--- src/hw/rv_consts.svh ---
// opcode, funct3, halt word and reset pc defines for the rv32i core
`ifndef RV_CONSTS_SVH
`define RV_CONSTS_SVH

// major opcodes, instr[6:0]
`define RV_OP_LUI    7'b0110111
`define RV_OP_AUIPC  7'b0010111
`define RV_OP_JAL    7'b1101111
`define RV_OP_JALR   7'b1100111
`define RV_OP_BRANCH 7'b1100011
`define RV_OP_LOAD   7'b0000011
`define RV_OP_STORE  7'b0100011
`define RV_OP_OPIMM  7'b0010011
`define RV_OP_OP     7'b0110011

// branch funct3
`define RV_F3_BEQ  3'b000
`define RV_F3_BNE  3'b001
`define RV_F3_BLT  3'b100
`define RV_F3_BGE  3'b101
`define RV_F3_BLTU 3'b110
`define RV_F3_BGEU 3'b111

// load and store funct3
`define RV_F3_LB  3'b000
`define RV_F3_LH  3'b001
`define RV_F3_LW  3'b010
`define RV_F3_LBU 3'b100
`define RV_F3_LHU 3'b101
`define RV_F3_SB  3'b000
`define RV_F3_SH  3'b001
`define RV_F3_SW  3'b010

// alu funct3, shared by OP and OP-IMM
`define RV_F3_ADD  3'b000
`define RV_F3_SLL  3'b001
`define RV_F3_SLT  3'b010
`define RV_F3_SLTU 3'b011
`define RV_F3_XOR  3'b100
`define RV_F3_SR   3'b101
`define RV_F3_OR   3'b110
`define RV_F3_AND  3'b111

// all-ones word stops the core
`define RV_HALT_INSN 32'hffff_ffff
`define RV_RESET_PC  32'h0000_0000

`endif

--- src/hw/rv_types_pkg.sv ---
// word, register index, control enums and decoded control struct for the core
package rv_types_pkg;

  typedef logic [31:0] word_t;
  typedef logic [4:0]  reg_idx_t;

  typedef enum logic [3:0] {
    ADD,
    SUB,
    AND,
    OR,
    XOR,
    SLT,
    SLTU,
    SLL,
    SRL,
    SRA
  } alu_op_t;

  // also used as store size: LB byte, LH half, LW word
  typedef enum logic [2:0] {
    LB,
    LH,
    LW,
    LBU,
    LHU
  } load_type_t;

  typedef enum logic [2:0] {
    BEQ,
    BNE,
    BLT,
    BGE,
    BLTU,
    BGEU
  } branch_type_t;

  typedef enum logic {A_RS1, A_PC} a_sel_t;
  typedef enum logic {B_RS2, B_IMM} b_sel_t;
  typedef enum logic [1:0] {W_LOAD, W_PC4, W_IMMU, W_ALU} w_sel_t;

  typedef struct packed {
    alu_op_t      alu_op;
    a_sel_t       a_sel;
    b_sel_t       b_sel;
    w_sel_t       w_sel;
    logic         wen;
    logic         dren;
    logic         dwen;
    load_type_t   load_type;
    logic         branch;
    branch_type_t branch_type;
    logic         jump;
    // 1 for jal (pc relative), 0 for jalr
    logic         j_sel;
    logic         halt;
    reg_idx_t     rs1;
    reg_idx_t     rs2;
    reg_idx_t     rd;
  } ctrl_t;

endpackage

--- src/hw/fetch_execute_if.sv ---
// fetch to execute pipeline interface with fetch and execute modports
`timescale 1ns/10ps

interface fetch_execute_if;
  // pipeline register contents, owned by fetch
  rv_types_pkg::word_t instr;
  rv_types_pkg::word_t pc;
  rv_types_pkg::word_t pc4;
  logic                valid;
  // control fed back from execute
  rv_types_pkg::word_t brj_addr;
  logic                redirect;
  // busy back-pressure, also high once halted
  logic                stall;

  modport fetch (
    output instr, pc, pc4, valid,
    input  brj_addr, redirect, stall
  );

  modport execute (
    input  instr, pc, pc4, valid,
    output brj_addr, redirect, stall
  );
endinterface

--- src/hw/alu.sv ---
// rv32i integer alu with the ten base operations
`timescale 1ns/10ps

module alu (
  input  rv_types_pkg::alu_op_t op,
  input  rv_types_pkg::word_t   a,
  input  rv_types_pkg::word_t   b,
  output rv_types_pkg::word_t   y
);

  logic [4:0] shamt;

  // shifts only look at the low five bits
  assign shamt = b[4:0];

  always_comb begin
    case (op)
      rv_types_pkg::ADD:  y = a + b;
      rv_types_pkg::SUB:  y = a - b;
      rv_types_pkg::AND:  y = a & b;
      rv_types_pkg::OR:   y = a | b;
      rv_types_pkg::XOR:  y = a ^ b;
      // set-less-than results are zero extended flags
      rv_types_pkg::SLT:  y = {31'd0, $signed(a) < $signed(b)};
      rv_types_pkg::SLTU: y = {31'd0, a < b};
      rv_types_pkg::SLL:  y = a << shamt;
      rv_types_pkg::SRL:  y = a >> shamt;
      rv_types_pkg::SRA:  y = $signed(a) >>> shamt;
      default:            y = a + b;
    endcase
  end

endmodule

--- src/hw/control_unit.sv ---
// rv32i decoder producing the control struct and sign-extended immediates
`timescale 1ns/10ps
`include "rv_consts.svh"

module control_unit (
  input  rv_types_pkg::word_t instr,
  output rv_types_pkg::ctrl_t ctrl,
  output rv_types_pkg::word_t imm_i,
  output rv_types_pkg::word_t imm_s,
  output rv_types_pkg::word_t imm_b,
  output rv_types_pkg::word_t imm_u,
  output rv_types_pkg::word_t imm_j
);

  logic [6:0]            opcode;
  logic [2:0]            funct3;
  logic                  funct7_b5;
  rv_types_pkg::alu_op_t f3_op;

  assign opcode    = instr[6:0];
  assign funct3    = instr[14:12];
  // selects sub and sra
  assign funct7_b5 = instr[30];

  // immediates, sign bit always instr[31]
  assign imm_i = {{20{instr[31]}}, instr[31:20]};
  assign imm_s = {{20{instr[31]}}, instr[31:25], instr[11:7]};
  assign imm_b = {{19{instr[31]}}, instr[31], instr[7], instr[30:25], instr[11:8], 1'b0};
  assign imm_u = {instr[31:12], 12'h000};
  assign imm_j = {{11{instr[31]}}, instr[31], instr[19:12], instr[20], instr[30:21], 1'b0};

  // alu op from funct3, no subi in op-imm
  always_comb begin
    case (funct3)
      `RV_F3_ADD: begin
        f3_op = (opcode == `RV_OP_OP && funct7_b5) ? rv_types_pkg::SUB : rv_types_pkg::ADD;
      end
      `RV_F3_SLL:  f3_op = rv_types_pkg::SLL;
      `RV_F3_SLT:  f3_op = rv_types_pkg::SLT;
      `RV_F3_SLTU: f3_op = rv_types_pkg::SLTU;
      `RV_F3_XOR:  f3_op = rv_types_pkg::XOR;
      `RV_F3_SR:   f3_op = funct7_b5 ? rv_types_pkg::SRA : rv_types_pkg::SRL;
      `RV_F3_OR:   f3_op = rv_types_pkg::OR;
      default:     f3_op = rv_types_pkg::AND;
    endcase
  end

  always_comb begin
    // defaults describe a nop: no write, no access, no redirect
    ctrl.alu_op      = rv_types_pkg::ADD;
    ctrl.a_sel       = rv_types_pkg::A_RS1;
    ctrl.b_sel       = rv_types_pkg::B_RS2;
    ctrl.w_sel       = rv_types_pkg::W_ALU;
    ctrl.wen         = 1'b0;
    ctrl.dren        = 1'b0;
    ctrl.dwen        = 1'b0;
    ctrl.load_type   = rv_types_pkg::LW;
    ctrl.branch      = 1'b0;
    ctrl.branch_type = rv_types_pkg::BEQ;
    ctrl.jump        = 1'b0;
    ctrl.j_sel       = 1'b0;
    ctrl.halt        = 1'b0;
    ctrl.rs1         = instr[19:15];
    ctrl.rs2         = instr[24:20];
    ctrl.rd          = instr[11:7];
    if (instr == `RV_HALT_INSN) begin
      ctrl.halt = 1'b1;
    end else begin
      case (opcode)
        `RV_OP_LUI: begin
          ctrl.wen   = 1'b1;
          ctrl.w_sel = rv_types_pkg::W_IMMU;
        end
        `RV_OP_AUIPC: begin
          // pc + u immediate through the alu
          ctrl.wen   = 1'b1;
          ctrl.a_sel = rv_types_pkg::A_PC;
          ctrl.b_sel = rv_types_pkg::B_IMM;
        end
        `RV_OP_JAL, `RV_OP_JALR: begin
          ctrl.jump  = 1'b1;
          ctrl.j_sel = (opcode == `RV_OP_JAL);
          ctrl.wen   = 1'b1;
          ctrl.w_sel = rv_types_pkg::W_PC4;
        end
        `RV_OP_BRANCH: begin
          ctrl.branch = 1'b1;
          case (funct3)
            `RV_F3_BEQ:  ctrl.branch_type = rv_types_pkg::BEQ;
            `RV_F3_BNE:  ctrl.branch_type = rv_types_pkg::BNE;
            `RV_F3_BLT:  ctrl.branch_type = rv_types_pkg::BLT;
            `RV_F3_BGE:  ctrl.branch_type = rv_types_pkg::BGE;
            `RV_F3_BLTU: ctrl.branch_type = rv_types_pkg::BLTU;
            `RV_F3_BGEU: ctrl.branch_type = rv_types_pkg::BGEU;
            default:     ctrl.branch      = 1'b0;
          endcase
        end
        `RV_OP_LOAD: begin
          ctrl.dren  = 1'b1;
          ctrl.wen   = 1'b1;
          ctrl.b_sel = rv_types_pkg::B_IMM;
          ctrl.w_sel = rv_types_pkg::W_LOAD;
          case (funct3)
            `RV_F3_LB:  ctrl.load_type = rv_types_pkg::LB;
            `RV_F3_LH:  ctrl.load_type = rv_types_pkg::LH;
            `RV_F3_LW:  ctrl.load_type = rv_types_pkg::LW;
            `RV_F3_LBU: ctrl.load_type = rv_types_pkg::LBU;
            `RV_F3_LHU: ctrl.load_type = rv_types_pkg::LHU;
            default: begin
              ctrl.dren = 1'b0;
              ctrl.wen  = 1'b0;
            end
          endcase
        end
        `RV_OP_STORE: begin
          // load_type doubles as store size
          ctrl.dwen  = 1'b1;
          ctrl.b_sel = rv_types_pkg::B_IMM;
          case (funct3)
            `RV_F3_SB: ctrl.load_type = rv_types_pkg::LB;
            `RV_F3_SH: ctrl.load_type = rv_types_pkg::LH;
            `RV_F3_SW: ctrl.load_type = rv_types_pkg::LW;
            default:   ctrl.dwen      = 1'b0;
          endcase
        end
        `RV_OP_OPIMM: begin
          ctrl.wen    = 1'b1;
          ctrl.b_sel  = rv_types_pkg::B_IMM;
          ctrl.alu_op = f3_op;
        end
        `RV_OP_OP: begin
          ctrl.wen    = 1'b1;
          ctrl.alu_op = f3_op;
        end
        default: begin
          // unknown opcode stays a nop
          ctrl.wen = 1'b0;
        end
      endcase
    end
  end

endmodule

--- src/hw/execute_stage.sv ---
// execute stage with decode, register file, alu, branch and jump resolution, lanes and halt
`timescale 1ns/10ps

module execute_stage (
  input  logic                CLK,
  input  logic                arst_n,
  fetch_execute_if.execute    fe,
  output rv_types_pkg::word_t dmem_addr,
  output rv_types_pkg::word_t dmem_wdata,
  output logic [3:0]          dmem_byte_en,
  output logic                dmem_ren,
  output logic                dmem_wen,
  input  rv_types_pkg::word_t dmem_rdata,
  input  logic                dmem_busy,
  output logic                halt,
  output logic                mal_fault
);

  rv_types_pkg::ctrl_t ctrl;
  rv_types_pkg::word_t imm_i, imm_s, imm_b, imm_u, imm_j;
  rv_types_pkg::word_t rs1_data, rs2_data;
  rv_types_pkg::word_t alu_a, alu_b, alu_y, alu_imm;
  rv_types_pkg::word_t jump_addr, wb_data, load_ext, lane_shift;
  logic [15:0]         lane_h;
  logic [1:0]          byte_off;
  logic                taken, misaligned, mal_access, mem_stall;
  logic                live, halt_now, halted_q, rf_wen;

  control_unit u_cu (
    .instr (fe.instr),
    .ctrl  (ctrl),
    .imm_i (imm_i),
    .imm_s (imm_s),
    .imm_b (imm_b),
    .imm_u (imm_u),
    .imm_j (imm_j)
  );

  reg_file u_rf (
    .CLK      (CLK),
    .arst_n   (arst_n),
    .rs1      (ctrl.rs1),
    .rs2      (ctrl.rs2),
    .rd       (ctrl.rd),
    .wen      (rf_wen),
    .wdata    (wb_data),
    .rs1_data (rs1_data),
    .rs2_data (rs2_data)
  );

  alu u_alu (
    .op (ctrl.alu_op),
    .a  (alu_a),
    .b  (alu_b),
    .y  (alu_y)
  );

  // a real instruction that is not parked behind a halt
  assign live     = fe.valid & ~halted_q;
  assign halt_now = fe.valid & ctrl.halt;

  // stores use s-type, auipc uses u-type, everything else i-type
  assign alu_imm = ctrl.dwen ? imm_s :
                   (ctrl.a_sel == rv_types_pkg::A_PC) ? imm_u : imm_i;
  assign alu_a   = (ctrl.a_sel == rv_types_pkg::A_PC) ? fe.pc : rs1_data;
  assign alu_b   = (ctrl.b_sel == rv_types_pkg::B_IMM) ? alu_imm : rs2_data;

  // branch condition on the raw register values
  always_comb begin
    case (ctrl.branch_type)
      rv_types_pkg::BEQ:  taken = (rs1_data == rs2_data);
      rv_types_pkg::BNE:  taken = (rs1_data != rs2_data);
      rv_types_pkg::BLT:  taken = ($signed(rs1_data) < $signed(rs2_data));
      rv_types_pkg::BGE:  taken = ($signed(rs1_data) >= $signed(rs2_data));
      rv_types_pkg::BLTU: taken = (rs1_data < rs2_data);
      default:            taken = (rs1_data >= rs2_data);
    endcase
  end

  // jal is pc relative, jalr clears bit 0 of rs1 + imm
  assign jump_addr   = ctrl.j_sel ? (fe.pc + imm_j) : ((rs1_data + imm_i) & ~32'd1);
  assign fe.brj_addr = ctrl.jump ? jump_addr : (fe.pc + imm_b);
  // fetch always guesses not-taken, so every taken transfer redirects
  assign fe.redirect = live & (ctrl.jump | (ctrl.branch & taken));

  // byte lanes and alignment from size and address low bits
  assign byte_off = alu_y[1:0];
  always_comb begin
    case (ctrl.load_type)
      rv_types_pkg::LB, rv_types_pkg::LBU: begin
        dmem_byte_en = 4'b0001 << byte_off;
        misaligned   = 1'b0;
      end
      rv_types_pkg::LH, rv_types_pkg::LHU: begin
        dmem_byte_en = byte_off[1] ? 4'b1100 : 4'b0011;
        misaligned   = byte_off[0];
      end
      default: begin
        dmem_byte_en = 4'b1111;
        misaligned   = (byte_off != 2'b00);
      end
    endcase
  end

  // store data copied into every lane, byte_en picks the live one
  always_comb begin
    case (ctrl.load_type)
      rv_types_pkg::LB: dmem_wdata = {4{rs2_data[7:0]}};
      rv_types_pkg::LH: dmem_wdata = {2{rs2_data[15:0]}};
      default:          dmem_wdata = rs2_data;
    endcase
  end

  // a misaligned access never reaches the bus, so it cannot stall
  assign mal_access = live & (ctrl.dren | ctrl.dwen) & misaligned;
  assign mal_fault  = mal_access;
  assign dmem_addr  = alu_y;
  assign dmem_ren   = live & ctrl.dren & ~misaligned;
  assign dmem_wen   = live & ctrl.dwen & ~misaligned;
  assign mem_stall  = (dmem_ren | dmem_wen) & dmem_busy;
  // halt freezes fetch the same way busy does
  assign fe.stall   = mem_stall | halt;

  // pick the addressed lane, then extend
  assign lane_shift = dmem_rdata >> {byte_off, 3'b000};
  assign lane_h     = byte_off[1] ? dmem_rdata[31:16] : dmem_rdata[15:0];
  always_comb begin
    case (ctrl.load_type)
      rv_types_pkg::LB:  load_ext = {{24{lane_shift[7]}}, lane_shift[7:0]};
      rv_types_pkg::LBU: load_ext = {24'd0, lane_shift[7:0]};
      rv_types_pkg::LH:  load_ext = {{16{lane_h[15]}}, lane_h};
      rv_types_pkg::LHU: load_ext = {16'd0, lane_h};
      default:           load_ext = dmem_rdata;
    endcase
  end

  always_comb begin
    case (ctrl.w_sel)
      rv_types_pkg::W_LOAD: wb_data = load_ext;
      rv_types_pkg::W_PC4:  wb_data = fe.pc4;
      rv_types_pkg::W_IMMU: wb_data = imm_u;
      default:              wb_data = alu_y;
    endcase
  end

  // write lands at the end of the cycle the access completes
  assign rf_wen = live & ctrl.wen & ~mem_stall & ~mal_access;

  // sticky halt, the halt word also stays parked in the pipe register
  always_ff @(posedge CLK or negedge arst_n) begin
    if (!arst_n) begin
      halted_q <= 1'b0;
    end else if (halt_now) begin
      halted_q <= 1'b1;
    end
  end

  assign halt = halted_q | halt_now;

endmodule

--- src/hw/fetch_stage.sv ---
// fetch stage with pc register, instruction request and fetch/execute register
`timescale 1ns/10ps
`include "rv_consts.svh"

module fetch_stage (
  input  logic                CLK,
  input  logic                arst_n,
  output rv_types_pkg::word_t imem_addr,
  input  rv_types_pkg::word_t imem_rdata,
  fetch_execute_if.fetch      fe
);

  rv_types_pkg::word_t pc_q;
  rv_types_pkg::word_t pc_plus4;
  rv_types_pkg::word_t pc_next;

  // static not-taken prediction, a redirect overrides it
  assign pc_plus4  = pc_q + 32'd4;
  assign pc_next   = fe.redirect ? fe.brj_addr : pc_plus4;
  // memory answers in the same cycle
  assign imem_addr = pc_q;

  // pc and valid bit
  always_ff @(posedge CLK or negedge arst_n) begin
    if (!arst_n) begin
      pc_q     <= `RV_RESET_PC;
      fe.valid <= 1'b0;
    end else if (!fe.stall) begin
      pc_q     <= pc_next;
      // the word fetched beside a taken branch is wrong path, so bubble it
      fe.valid <= !fe.redirect;
    end
  end

  // payload only, qualified by valid downstream
  always_ff @(posedge CLK) begin
    if (!fe.stall) begin
      fe.instr <= imem_rdata;
      fe.pc    <= pc_q;
      fe.pc4   <= pc_plus4;
    end
  end

endmodule

--- src/hw/reg_file.sv ---
// 32-entry integer register file, x0 hard-wired, two read ports and one write port
`timescale 1ns/10ps

module reg_file (
  input  logic                   CLK,
  input  logic                   arst_n,
  input  rv_types_pkg::reg_idx_t rs1,
  input  rv_types_pkg::reg_idx_t rs2,
  input  rv_types_pkg::reg_idx_t rd,
  input  logic                   wen,
  input  rv_types_pkg::word_t    wdata,
  output rv_types_pkg::word_t    rs1_data,
  output rv_types_pkg::word_t    rs2_data
);

  // x1..x31 only, x0 has no storage
  rv_types_pkg::word_t regs [31:1];

  always_ff @(posedge CLK or negedge arst_n) begin
    if (!arst_n) begin
      for (int i = 1; i < 32; i++) begin
        regs[i] <= '0;
      end
    end else if (wen && rd != 5'd0) begin
      regs[rd] <= wdata;
    end
  end

  // combinational read sees a write only after the edge
  assign rs1_data = (rs1 == 5'd0) ? '0 : regs[rs1];
  assign rs2_data = (rs2 == 5'd0) ? '0 : regs[rs2];

endmodule

--- src/hw/rv_core_top.sv ---
// two-stage rv32i core top level wiring fetch and execute to the memory ports
`timescale 1ns/10ps

module rv_core_top (
  input  logic                CLK,
  input  logic                arst_n,
  output rv_types_pkg::word_t imem_addr,
  input  rv_types_pkg::word_t imem_rdata,
  output rv_types_pkg::word_t dmem_addr,
  output rv_types_pkg::word_t dmem_wdata,
  output logic [3:0]          dmem_byte_en,
  output logic                dmem_ren,
  output logic                dmem_wen,
  input  rv_types_pkg::word_t dmem_rdata,
  input  logic                dmem_busy,
  output logic                halt,
  output logic                mal_fault
);

  // pipeline register and feedback between the stages
  fetch_execute_if fe_if ();

  fetch_stage u_fetch (
    .CLK        (CLK),
    .arst_n     (arst_n),
    .imem_addr  (imem_addr),
    .imem_rdata (imem_rdata),
    .fe         (fe_if.fetch)
  );

  execute_stage u_execute (
    .CLK          (CLK),
    .arst_n       (arst_n),
    .fe           (fe_if.execute),
    .dmem_addr    (dmem_addr),
    .dmem_wdata   (dmem_wdata),
    .dmem_byte_en (dmem_byte_en),
    .dmem_ren     (dmem_ren),
    .dmem_wen     (dmem_wen),
    .dmem_rdata   (dmem_rdata),
    .dmem_busy    (dmem_busy),
    .halt         (halt),
    .mal_fault    (mal_fault)
  );

endmodule

--- config.mk ---
export PLATFORM = sky130hd
export DESIGN_NAME = rv_core_top
export DESIGN_NICKNAME = d
export VERILOG_FILES = /design/src/hw/rv_types_pkg.sv /design/src/hw/fetch_execute_if.sv /design/src/hw/alu.sv /design/src/hw/control_unit.sv /design/src/hw/execute_stage.sv /design/src/hw/fetch_stage.sv /design/src/hw/reg_file.sv /design/src/hw/rv_core_top.sv
export VERILOG_INCLUDE_DIRS = /design/src /design/src/hw
export SDC_FILE = /design/constraint.sdc
export NUM_CORES = 2
export LEC_CHECK = 0
export BUFFER_PORTS_ARGS = -buffer_cell sky130_fd_sc_hd__buf_2
export CORE_MARGIN = 3
export CORE_UTILIZATION = 60
export DETAILED_ROUTE_END_ITERATION = 8
export PLACE_DENSITY = 0.77
export SLEW_MARGIN = 20
export SYNTH_ARGS = -nofsm -noshare
export SYNTH_HDL_FRONTEND = slang
export SYNTH_HIERARCHICAL = 1
export SYNTH_SLANG_ARGS = --single-unit
--- constraint.sdc ---
create_clock -name CLK -period 13.8 [get_ports CLK]
set_input_delay 2.76 -clock CLK [delete_from_list [all_inputs] [get_ports CLK]]
set_output_delay 2.76 -clock CLK [all_outputs]
set_load 0.005 [all_outputs]
==> flow_metrics.py <==
metrics = {
    "pwr": {
        "power.switching_w": 0.00355,
        "cellLeakagePower_nw": 37.2,
        "swShare_pct": 35.2,
        "clkPwrFrac_pct": 32.4,
        "p_comb_share_pct": 27.9,
        "vdd_drop_max_uv": 114,
        "powerDensity_nw_per_um2": 121,
        "power_frac_seq_pct": 39.6,
        "p_int_w": 0.00654,
    },
    "logic_synthesis": {
        "ys_types": 127,
        "async_flop_share_pct": 91.6,
        "synth_cells": 7007,
        "avgSynthCellArea_um2": 11.2,
        "synth_area_leader_cell": "dfrtp_1",
        "yosys_register_bits": 1120,
        "synth_ff_type": "dfrtp_1",
        "ys_warn_count": 6,
        "yosysSeqAreaShare_pct": 36.3,
        "synth_commonest_cells": "mux2_2, dfrtp_1, mux4_2",
        "synth_area_leaders": "dfrtp_1, mux2_2, mux4_2, mux2i_1, edfxtp_1",
        "netlist_area_um2": 78400,
        "synth_top_area_share_pct": 32.7,
        "synth.most_common_cell": "mux2_2",
        "synth_edf_count": 94,
    },
    "routing": {
        "drt-initial-drc-count": 10200,
        "via_per_inst": 7.46,
        "detail-route-antenna-nets": 0,
        "vias": 63800,
        "wl_per_cell_um": 33.9,
        "drcViolationCount": 1,
        "totalWireLength_um": 290000,
        "dr.pass1.iters": 9,
    },
    "run_status": {
        "status": "finished, violations left",
        "violations": "DRC",
    },
    "clock_tree": {
        "hold_buffers": 0,
        "path_clk_slew_ns": 0.07,
        "cts_sinks": 1120,
        "post_cts_buffers": 0,
        "cts_buffers": 117,
        "cts_tree": "built",
        "cts_htree_levels": 3,
        "cts.path.max_buffers": 3,
        "ctsRootBufferMaster": "clkbuf_16",
        "ctsResizeCount": 0,
        "worstSkewPairLatency_ns": 0.80,
    },
    "setup_path": {
        "worstSetupEndpointType": "primary output",
        "required_ns": 11.04,
        "start_kind": "register",
        "path_cells": "buf_12 > nor2b_2 > and2_1 > buf_4 > a2111oi_0 > nor4_2 > inv_1 > o21ai_0 > inv_1 > ha_1 > inv_1 > a211oi_1 > nor3b_1 > o211ai_1 > o211ai_1 > a21oi_1 > o41ai_2 > nor2_1 > o311ai_1 > buf_4 > nand2_1 > nor2_1 > or2_2 > buf_2",
        "crit_buf_inv": 7,
        "worst-setup-path-type": "reg2out",
        "cp_slowest_cell": "nor4_2",
        "crit_fanout": 71,
        "max_stage_delay_ns": 0.89,
        "critical-path-top-delay-family": "simple AND/OR/NAND/NOR gates",
        "crit_arrival_ns": 8.92,
        "cpMostUsedCell": "inv_1",
    },
    "die": {
        "die_area_um2": 135000,
        "io-pin-count": 171,
        "placementRows": 132,
        "die_x_um": 368,
        "initial_core_util_pct": 60.5,
        "fp.coreArea_um2": 130000,
        "die_height_um": 368,
    },
    "grt": {
        "gr-total-overflow": 0,
        "grt_max_degree": 177,
        "grt_pass1_wl_um": 419000,
        "track_usage_pct": 41.9,
        "grt_pass1_vias": 62000,
        "antenna_found_initial": 16,
    },
    "cells_and_area": {
        "fill_cells": 9729,
        "multiInputGateArea_um2": 45700,
        "fin_nets": 7000,
        "layout-drive-gt1-share_pct": 32.5,
        "seq_area_um2": 28500,
        "area_growth_pct": 6.46,
    },
    "place": {
        "port_buffers": 170,
        "dp_hpwl_um": 193000,
        "gp_congestion": 1.05,
    },
    "timing": {
        "slew_headroom_pct": 20.4,
        "hold_violations": 0,
        "setup_viol": 0,
        "rsz0062_at_grt": "no",
        "hold-worst-slack_ns": 0.489,
        "slew_viol_final": 0,
        "finClkSkew_ns": 0.0757,
        "worst_pin_slew_ns": 1.18,
        "setup_tns_ns": 0,
        "max_freq_mhz": 85.6,
        "period_minus_slack_ns": 11.68,
        "timing.final.crit_share_pct": 84.6,
    },
    "run": {
        "cap_violations": 0,
    },
    "min_path": {
        "hp-class": "reg2reg",
    },
}
cell families after synthesis:
| logic type | after synthesis | share of synthesized area [%] |
|---|---|---|
| muxes | 1877 | 32.6 |
| AOI/OAI and AO/OA | 1367 | 11.7 |
| and+or+nand+nor | 1342 | 8.33 |
| DFF | 1120 | 36.3 |
| buffers and inverters | 963 | 6.11 |
| adders and majority gates | 227 | 3.67 |
| xor gates and xnor gates | 110 | 1.23 |
| other | 1 | 0.00478 |
final timing paths:
| kind | startpoint | endpoint | slack [ns] | depth (start not counted) |
|---|---|---|---|---|
| max | u_fetch/fe.instr[21] | dmem_byte_en[1] | 2.12 | 24 |
| min | u_execute/halted_q | u_execute/halted_q | 0.49 | 1 |
| max reg2reg | u_fetch/fe.instr[21] | u_execute/u_rf/regs[201] | 2.69 | 30 |
| min reg2reg | u_execute/halted_q | u_execute/halted_q | 0.49 | 1 |
| max in group asynchronous | arst_n | u_execute/u_rf/regs[475] | 9.44 | 3 |
| min in group asynchronous | arst_n | u_execute/u_rf/regs[770] | 2.06 | 1 |
state kept, by name, summed over array words and instances (netlist names):
| register | flops |
|---|---|
| u_execute/halted_q | 1 |
| u_execute/u_rf/regs | 992 |
| u_fetch/fe.instr | 32 |
| u_fetch/fe.pc | 32 |
| u_fetch/fe.pc4 | 30 |
| u_fetch/fe.valid | 1 |
| u_fetch/imem_addr | 32 |
worst reg2reg max path: cells and delay by family, from the launching register on:
kind	cells	cell delay (ns)
buffers and inverters	7	2.19
and+or+nand+nor	11	4.51
muxes	1	0.40
AOI/OAI and AO/OA	10	2.79
DFF	1	0.67
adders and majority gates	1	0.42
power groups by stage:
stage	sequential (W)	clock, W	combinational [W]
after floorplan	0.00383	0	0.00190
after global placement	0.00401	0	0.00265
after detailed placement	0.00403	0	0.00269
after CTS	0.00397	0.00330	0.00271
after global routing	0.00401	0.00343	0.00297
final	0.00400	0.00327	0.00282
cells in the final DEF, fill, tap and decap left out, types with 26 or more instances in the layout:
master | Yosys | routed
and3_1 | 30 | 29
o22ai_1 | 109 | 109
nor2_1 | 342 | 327
a21oi_1 | 274 | 274
a221o_1 | 35 | 35
nand2_1 | 399 | 387
o21ai_0 | 298 | 292
a21o_1 | 56 | 56
buf_2 | 148 | 169
nor4_1 | 57 | 44
inv_1 | 181 | 179
nor3_1 | 80 | 76
or3_1 | 34 | 31
edfxtp_1 | 94 | 94
a31oi_1 | 55 | 39
buf_4 | 232 | 160
nand4_1 | 55 | 55
a211oi_1 | 92 | 90
dfrtp_1 | 1026 | 1026
nor2b_1 | 62 | 59
ha_1 | 222 | 222
a2111oi_0 | 38 | 38
o211ai_1 | 70 | 70
mux2_2 | 1084 | 1083
xnor2_1 | 55 | 55
nand2b_1 | 69 | 66
nand3_1 | 99 | 97
mux4_2 | 432 | 432
a22oi_1 | 53 | 53
clkbuf_1 | 312 | 31
clkbuf_16 | 0 | 118
o21a_1 | 26 | 26
xor2_1 | 55 | 55
mux2i_1 | 350 | 349
cell type report:
class / instances / area share, %
antenna: 16 / 0.0479
clock buffer: 173 / 4.07
clock inverter: 40 / 0.694
inverter: 183 / 0.825
multi-input combinational: 4937 / 54.8
sequential: 1120 / 34.1
tap: 1742 / 2.61
timing repair buffer: 347 / 2.86
per-stage QoR:
stage                     total power [W]  worst slack [ns]  util, %  cells  instance area (um2)
after global placement            0.00666              3.43     61.3   8327                79400
after global routing               0.0104              1.83     64.4   8546                83500
after CTS                         0.00998              2.38     64.3   8540                83400
final                              0.0101              2.12     64.4   8558                83500
after detailed placement          0.00672              3.30     61.3   8327                79400
after floorplan                   0.00572              3.74        -   7020                78500
per-layer routing:
metal	up-vias	track usage, %	routed length (um)
met5	-	0.463	170
met4	22	25.3	20600
met3	1106	16.1	40200
met2	4770	58.8	122000
met1	32200	54.8	107000
li1	25700	-	-
No activity file was read; power rests on OpenSTA's default activity.
